### src/design/sync_pkg.sv
`default_nettype none

package sync_pkg;

  typedef logic [63:0] ns_time_t;          // Software time in ns.
  typedef logic [63:0] tick_time_t;        // System time in clock ticks.
  typedef logic [63:0] lap_t;              // Whole sync periods.
  typedef logic signed [64:0] time_diff_t;
  typedef logic [17:0] period_cnt_t;

  localparam logic [31:0] SYNC_PERIOD_NS = 32'd500000;
  localparam logic [17:0] SYNC_PERIOD_TICKS = 18'd10240;  // 20.48 MHz over one period.

  // Phase at which the predictor moves on to the next sync.
  localparam logic [17:0] PREDICT_OFFSET = SYNC_PERIOD_TICKS >> 1;

  typedef enum logic [1:0] {
    SLEW_IDLE,
    SLEW_WAIT_DIFF,
    SLEW_ACTIVE
  } slew_state_t;

endpackage

`default_nettype wire

### src/design/sync_input.sv
`default_nettype none

module sync_input (
  input  wire                   CLK,
  input  wire                   arst_n,
  input  wire                   ext_sync,
  input  wire sync_pkg::ns_time_t set_time,
  input  wire                   set_update,
  input  wire                   aligned_valid,
  output logic                  sync_pulse,
  output sync_pkg::ns_time_t    captured_time,
  output logic                  capture_strobe,
  output logic                  load_pending
);

  logic [2:0] sync_hist;  // [1:0] synchronizer, [2] previous level.
  logic       edge_seen;

  assign edge_seen = (sync_hist == 3'b011);

  always_ff @(posedge CLK or negedge arst_n) begin
    if (!arst_n) begin
      sync_hist  <= 3'b000;
      sync_pulse <= 1'b0;
    end else begin
      sync_hist  <= {sync_hist[1:0], ext_sync};
      sync_pulse <= edge_seen;
    end
  end

  always_ff @(posedge CLK or negedge arst_n) begin
    if (!arst_n) begin
      capture_strobe <= 1'b0;
    end else begin
      capture_strobe <= set_update;
    end
  end

  always_ff @(posedge CLK) begin
    if (set_update) begin
      captured_time <= set_time;
    end
  end

  // Armed once the divider has restarted, so a stale result is never taken.
  always_ff @(posedge CLK or negedge arst_n) begin
    if (!arst_n) begin
      load_pending <= 1'b0;
    end else if (capture_strobe) begin
      load_pending <= 1'b1;
    end else if (sync_pulse && aligned_valid) begin
      load_pending <= 1'b0;  // Load sync consumed.
    end
  end

  a_single_pulse: assert property (
    @(posedge CLK) disable iff (!arst_n)
    sync_pulse |=> !sync_pulse
  ) else $error("sync_pulse high for two cycles");

endmodule

`default_nettype wire

### src/design/lap_align.sv
`default_nettype none

module lap_align (
  input  wire                   CLK,
  input  wire                   arst_n,
  input  wire sync_pkg::ns_time_t captured_time,
  input  wire                   capture_strobe,
  output sync_pkg::tick_time_t  aligned_time,
  output logic                  aligned_valid
);

  sync_pkg::lap_t       work_q;  // Dividend in, quotient out.
  logic [31:0]          rem_q;
  logic [5:0]           bit_cnt;
  logic                 div_busy;
  logic                 mul_go;

  logic [32:0]          rem_shift;
  logic [32:0]          rem_sub;
  logic                 rem_fits;
  sync_pkg::tick_time_t product;

  assign rem_shift = {rem_q, work_q[63]};
  assign rem_sub   = rem_shift - {1'b0, sync_pkg::SYNC_PERIOD_NS};
  assign rem_fits  = !rem_sub[32];  // No borrow.

  // Shift-add by the constant tick count.
  always_comb begin
    product = '0;
    for (int i = 0; i < $bits(sync_pkg::SYNC_PERIOD_TICKS); i++) begin
      if (sync_pkg::SYNC_PERIOD_TICKS[i]) begin
        product = product + (work_q << i);
      end
    end
  end

  always_ff @(posedge CLK or negedge arst_n) begin
    if (!arst_n) begin
      div_busy      <= 1'b0;
      mul_go        <= 1'b0;
      bit_cnt       <= '0;
      aligned_valid <= 1'b0;
    end else if (capture_strobe) begin
      div_busy      <= 1'b1;  // Restarts any running divide.
      mul_go        <= 1'b0;
      bit_cnt       <= '0;
      aligned_valid <= 1'b0;
    end else if (div_busy) begin
      bit_cnt <= bit_cnt + 6'd1;
      if (bit_cnt == 6'd63) begin
        div_busy <= 1'b0;
        mul_go   <= 1'b1;
      end
    end else if (mul_go) begin
      mul_go        <= 1'b0;
      aligned_valid <= 1'b1;
    end
  end

  always_ff @(posedge CLK) begin
    if (capture_strobe) begin
      work_q <= sync_pkg::lap_t'(captured_time);
      rem_q  <= '0;
    end else if (div_busy) begin
      work_q <= {work_q[62:0], rem_fits};
      if (rem_fits) begin
        rem_q <= rem_sub[31:0];
      end else begin
        rem_q <= rem_shift[31:0];
      end
    end
  end

  always_ff @(posedge CLK) begin
    if (mul_go) begin
      aligned_time <= product;
    end
  end

  a_strobe_clears_valid: assert property (
    @(posedge CLK) disable iff (!arst_n)
    capture_strobe |=> !aligned_valid
  ) else $error("aligned_valid still high after capture");

endmodule

`default_nettype wire

### src/design/sync_predictor.sv
`default_nettype none

module sync_predictor (
  input  wire                     CLK,
  input  wire                     arst_n,
  input  wire                     sync_pulse,
  input  wire                     load_pending,
  input  wire                     aligned_valid,
  input  wire sync_pkg::tick_time_t aligned_time,
  output sync_pkg::tick_time_t    predicted_time
);

  sync_pkg::period_cnt_t phase_cnt;
  logic                  load_now;
  logic                  phase_end;

  assign load_now  = sync_pulse && load_pending && aligned_valid;
  assign phase_end = (phase_cnt == sync_pkg::SYNC_PERIOD_TICKS - 18'd1);

  // Phase restarts mid-period on every sync.
  always_ff @(posedge CLK or negedge arst_n) begin
    if (!arst_n) begin
      phase_cnt <= '0;
    end else if (sync_pulse) begin
      phase_cnt <= sync_pkg::PREDICT_OFFSET;
    end else if (phase_end) begin
      phase_cnt <= '0;
    end else begin
      phase_cnt <= phase_cnt + 18'd1;
    end
  end

  // Advancing halfway keeps the value settled well before the next sync.
  always_ff @(posedge CLK or negedge arst_n) begin
    if (!arst_n) begin
      predicted_time <= '0;
    end else if (load_now) begin
      predicted_time <= aligned_time;
    end else if (!sync_pulse && phase_end) begin
      predicted_time <= predicted_time +
                        sync_pkg::tick_time_t'(sync_pkg::SYNC_PERIOD_TICKS);
    end
  end

endmodule

`default_nettype wire

### src/design/sys_time_core.sv
`default_nettype none

module sys_time_core (
  input  wire                     CLK,
  input  wire                     arst_n,
  input  wire                     sync_pulse,
  input  wire                     load_pending,
  input  wire                     aligned_valid,
  input  wire sync_pkg::tick_time_t aligned_time,
  input  wire sync_pkg::tick_time_t predicted_time,
  output sync_pkg::tick_time_t    sys_time,
  output logic                    skip
);

  sync_pkg::slew_state_t state;
  sync_pkg::time_diff_t  time_diff;
  sync_pkg::time_diff_t  diff_a;  // Subtractor operands.
  sync_pkg::time_diff_t  diff_b;
  logic                  load_now;
  logic                  diff_pos;
  logic                  diff_neg;

  assign load_now = sync_pulse && load_pending && aligned_valid;
  assign diff_neg = time_diff[64];
  assign diff_pos = !diff_neg && (time_diff != '0);

  always_ff @(posedge CLK) begin
    if (sync_pulse && !load_now) begin
      diff_a <= sync_pkg::time_diff_t'({1'b0, predicted_time});
      diff_b <= sync_pkg::time_diff_t'({1'b0, sys_time + 64'd1});
    end
  end

  always_ff @(posedge CLK or negedge arst_n) begin
    if (!arst_n) begin
      state     <= sync_pkg::SLEW_IDLE;
      sys_time  <= '0;
      time_diff <= '0;
      skip      <= 1'b0;
    end else if (load_now) begin
      state     <= sync_pkg::SLEW_IDLE;
      sys_time  <= aligned_time;
      time_diff <= '0;
      skip      <= 1'b0;
    end else if (sync_pulse) begin
      state    <= sync_pkg::SLEW_WAIT_DIFF;  // Drops any slew still running.
      sys_time <= sys_time + 64'd1;
      skip     <= 1'b0;
    end else begin
      case (state)
        sync_pkg::SLEW_WAIT_DIFF: begin
          time_diff <= diff_a - diff_b;
          sys_time  <= sys_time + 64'd1;
          skip      <= 1'b0;
          state     <= sync_pkg::SLEW_ACTIVE;
        end
        sync_pkg::SLEW_ACTIVE: begin
          if (diff_pos) begin
            // Behind the prediction.
            sys_time  <= sys_time + 64'd2;
            time_diff <= time_diff - 65'sd1;
            skip      <= 1'b1;
          end else if (diff_neg) begin
            time_diff <= time_diff + 65'sd1;  // Ahead, so hold.
            skip      <= 1'b0;
          end else begin
            sys_time <= sys_time + 64'd1;
            skip     <= 1'b0;
            state    <= sync_pkg::SLEW_IDLE;
          end
        end
        default: begin
          sys_time <= sys_time + 64'd1;
          skip     <= 1'b0;
          state    <= sync_pkg::SLEW_IDLE;
        end
      endcase
    end
  end

  a_skip_steps_two: assert property (
    @(posedge CLK) disable iff (!arst_n)
    skip |-> (sys_time == $past(sys_time) + 64'd2)
  ) else $error("skip without a double step");

endmodule

`default_nettype wire

### src/design/sync_timer_top.sv
`default_nettype none

module sync_timer_top (
  input  wire                   CLK,
  input  wire                   arst_n,
  input  wire                   ext_sync,
  input  wire sync_pkg::ns_time_t set_time,
  input  wire                   set_update,
  output sync_pkg::tick_time_t  sys_time,
  output logic                  sync,
  output logic                  skip
);

  logic                 sync_pulse;
  sync_pkg::ns_time_t   captured_time;
  logic                 capture_strobe;
  logic                 load_pending;
  sync_pkg::tick_time_t aligned_time;
  logic                 aligned_valid;
  sync_pkg::tick_time_t predicted_time;

  assign sync = sync_pulse;

  sync_input sync_input_i (
    .CLK            (CLK),
    .arst_n         (arst_n),
    .ext_sync       (ext_sync),
    .set_time       (set_time),
    .set_update     (set_update),
    .aligned_valid  (aligned_valid),
    .sync_pulse     (sync_pulse),
    .captured_time  (captured_time),
    .capture_strobe (capture_strobe),
    .load_pending   (load_pending)
  );

  lap_align lap_align_i (
    .CLK            (CLK),
    .arst_n         (arst_n),
    .captured_time  (captured_time),
    .capture_strobe (capture_strobe),
    .aligned_time   (aligned_time),
    .aligned_valid  (aligned_valid)
  );

  sync_predictor sync_predictor_i (
    .CLK            (CLK),
    .arst_n         (arst_n),
    .sync_pulse     (sync_pulse),
    .load_pending   (load_pending),
    .aligned_valid  (aligned_valid),
    .aligned_time   (aligned_time),
    .predicted_time (predicted_time)
  );

  sys_time_core sys_time_core_i (
    .CLK            (CLK),
    .arst_n         (arst_n),
    .sync_pulse     (sync_pulse),
    .load_pending   (load_pending),
    .aligned_valid  (aligned_valid),
    .aligned_time   (aligned_time),
    .predicted_time (predicted_time),
    .sys_time       (sys_time),
    .skip           (skip)
  );

endmodule

`default_nettype wire

### config.mk
export PLATFORM = sky130hd
export DESIGN_NAME = sync_timer_top
export DESIGN_NICKNAME = d
export VERILOG_FILES = /design/src/design/sync_pkg.sv /design/src/design/sync_input.sv /design/src/design/lap_align.sv /design/src/design/sync_predictor.sv /design/src/design/sys_time_core.sv /design/src/design/sync_timer_top.sv
export SDC_FILE = /design/constraint.sdc
export NUM_CORES = 1
export LEC_CHECK = 0
export BUFFER_PORTS_ARGS = -buffer_cell sky130_fd_sc_hd__buf_2
export CELL_PAD_IN_SITES_DETAIL_PLACEMENT = 0
export CELL_PAD_IN_SITES_GLOBAL_PLACEMENT = 1
export CORE_MARGIN = 2
export CORE_UTILIZATION = 36
export CTS_CLUSTER_DIAMETER = 80
export DETAILED_ROUTE_END_ITERATION = 6
export PLACE_DENSITY_LB_ADDON = 0.1
export SLEW_MARGIN = 20
export SYNTH_ARGS = -nofsm -noshare
export SYNTH_HDL_FRONTEND = slang
export SYNTH_SLANG_ARGS = --single-unit
### constraint.sdc
create_clock -name CLK -period 5.2 [get_ports CLK]
set_clock_uncertainty 0.05 [all_clocks]
set_input_delay 0.78 -clock CLK [delete_from_list [all_inputs] [get_ports CLK]]
set_output_delay 0.78 -clock CLK [all_outputs]
set_load 0.05 [all_outputs]
==> reports/qor.yml <==
outcome: "completed"
clkPwrFrac_pct: 31.9
cp_common_cell: "nand2_1"
antenna_cells: 0
syn_inst: 3526
clockRootBuffer: "clkbuf_16"
placed_cell_area_um2: 35100
async_reset_ff_share_pct: 39.8
die_h_um: 308
grt_usage_pct: 22.8
max-clock-path-buffers: 3
design_area_um2: 37300
drt-initial-drc-count: 2423
synth.yosys.warnings: 0
dieArea_um2: 94800
die_w_um: 308
clk_latency_ps: 630
slowest_stage: "nor4_2"
final_cells: 4807
syn_area_um2: 33200
synth_top_area_cell: "edfxtp_1"
ant_nets: 0
dp_cells: 4684
rsz0062_at_grt: "no"
crit_type: "flip-flop to flip-flop"
antenna_found_initial: 0
cp.arrival_ps: 4590
final_common_cell: "nor2_1"
grt_pass1_wl_um: 167000
tritoncts: "done"
max_freq_mhz: 235
initial_utilization_pct: 36.3
p_int_mw: 9.63
hold_viol: 0
coreArea_um2: 91500
crit_required_ps: 5530
pwr_density_cell_nw_per_um2: 404
drv_cap: 0
drv_slew: 0
clk_pin_slew_ps: 60
synth.ff_latch_count: 548
port_buffers: 133
ir_worst_vdd_mv: 0.256
worst_setup_path_end_kind: "flip-flop"
wl_per_cell_um: 22.6
fillCellCount: 9006
gr-total-overflow: 0
firstDrtPassIters: 5
postCtsSetupBuffers: 0
drc: 0
p_sw_mw: 5.46
path_cells: "ha_1, nand2_1, nor4_2, nand2_1, nor3_1, nand2_1, nor4_1, nand2_1, xnor2_1"
most-common-layout-cells: "nor2_1, nand2_1, edfxtp_1, a21oi_1, o21ai_0"
total_power_mw: 15.1
synth-edff-count: 298
drive_gt1_share_pct: 11.8
avgSynthCellArea_um2: 9.43
period_share_pct: 82.0
syn_to_final_growth_pct: 12.3
synth_top_area_share_pct: 26.9
grt_max_degree: 85
tightest_slew_ps: 1140
setup_ws_ps: 937
critPathLaunchType: "flip-flop"
leakage_nw: 14.8
wl_um: 109000
dpl.hpwl_um: 79800
p_comb_share_pct: 28.2
max_stage_delay_ps: 810
postCtsHoldBufs: 0
post-place-ws_ps: 1110
fin_crit_ps: 4260
hold_class: "input port to async pin"
via_per_inst: 5.75
maxSlewHeadroom_pct: 23.0
ctsResizeCount: 0
synthDistinctLibCells: 100
final.setup.tns_ps: 0
path_max_fanout: 8
io_pins: 134
vias: 27600
final_nets: 3751
cts.sinks: 548
p_sw_share_pct: 36.2
whs_ps: 97.4
final_core_util_pct: 40.8
htree_levels: 3
synth_seq_area_share_pct: 45.3
grt_pass1_vias: 27200
place.gp.congestion: 0.923
setup-violations-final: 0
numCtsBuffers: 68
synth_nets: 3709
p_seq_share_pct: 39.9
rows: 111
synth.area.top_cells: "edfxtp_1, dfrtp_1, ha_1"
synthFlopType: "edfxtp_1"
-- area by class of cell --
class / count / area, µm² / area share (%)
flip-flops and latches: 548 / 15100 / 40.3
well taps: 1186 / 1480 / 3.98
clock inverters: 39 / 433 / 1.16
clock buffers: 84 / 1810 / 4.85
multi-input cells: 2649 / 17000 / 45.5
inverters: 115 / 434 / 1.16
repair buffers: 186 / 1140 / 3.04
-- final timing paths --
kind	start	cells past startpoint	end	slack, ps
max reg2reg	sys_time_core_i.sys_time[2]	9	sys_time_core_i.diff_b[63]	940
min in group CLK	ext_sync	1	sync_input_i.sync_hist[0]	220
max in group asynchronous	arst_n	2	sys_time_core_i.sys_time[26]	3890
max	sys_time_core_i.sys_time[2]	9	sys_time_core_i.diff_b[63]	940
min reg2reg	sync_input_i.sync_hist[1]	0	sync_input_i.sync_hist[2]	320
min	arst_n	1	sync_input_i.sync_pulse	100
-- layer usage --
| layer | track usage [%] | part of all wire, % |
|---|---|---|
| met1 | 31.0 | 45 |
| met4 | 9.44 | 4.4 |
| met2 | 35.7 | 45 |
| met3 | 3.90 | 5.4 |
| met5 | 0 | 0 |
-- power by group through the flow --
stage | clock network, mW | logic (mW) | registers (mW)
after global placement | 0 | 4.21 | 6.05
after global routing | 5.11 | 4.72 | 6.12
after detailed placement | 0 | 4.24 | 6.08
after CTS | 4.95 | 4.26 | 6.00
final | 4.80 | 4.26 | 6.02
after floorplan | 0 | 3.20 | 5.76
-- flip-flops by register name, summed over array words and instances (netlist names) --
name and count:
lap_align_i.aligned_time 53, lap_align_i.mul_go 1, lap_align_i.rem_q 32, sync_input_i.sync_pulse 1
sync_input_i.load_pending 1, sync_input_i.sync_hist 3, sys_time_core_i.sys_time 64, sys_time_core_i.diff_a 53
sys_time_core_i.diff_b 64, lap_align_i.aligned_valid 1, sys_time_core_i.skip 1, lap_align_i.div_busy 1
sync_input_i.captured_time 64, sync_input_i.capture_strobe 1, lap_align_i.work_q 64, sync_predictor_i.phase_cnt 18
sync_predictor_i.predicted_time 53, sys_time_core_i.state 2, lap_align_i.bit_cnt 6, sys_time_core_i.time_diff 65
-- synth_stat cells, types with 59 or more instances --
cell      instances
nand3_1         141
edfxtp_1        298
o21ai_0         230
mux2_2           65
a21oi_1         263
a21o_1           60
dfrtp_1         218
a211oi_1         59
nor2_1          317
nand4_1          95
xnor2_1         130
xor2_1          131
inv_1           112
nor3_1           96
nand2_1         307
ha_1            114
clkbuf_1        170
-- critical path, delay by kind of cell, from the launching register on --
kind	cells	cell delay, ps
xor+xnor	1	180
flops	1	440
fa+ha+maj	1	290
simple gates	7	3030
-- logic make-up (layout without fill, tap and decap cells) --
logic type	after synthesis	in the layout	share of synthesized area, %
DFF	548	548	45.3
AOI/OAI and AO/OA	954	954	18.5
muxes	79	79	2.68
adders and majority gates	115	115	4.35
buffers and inverters	329	424	3.86
and+or+nand+nor	1240	1240	18.4
xor gates and xnor gates	261	261	6.88
No activity file was read; power rests on OpenSTA's default activity.
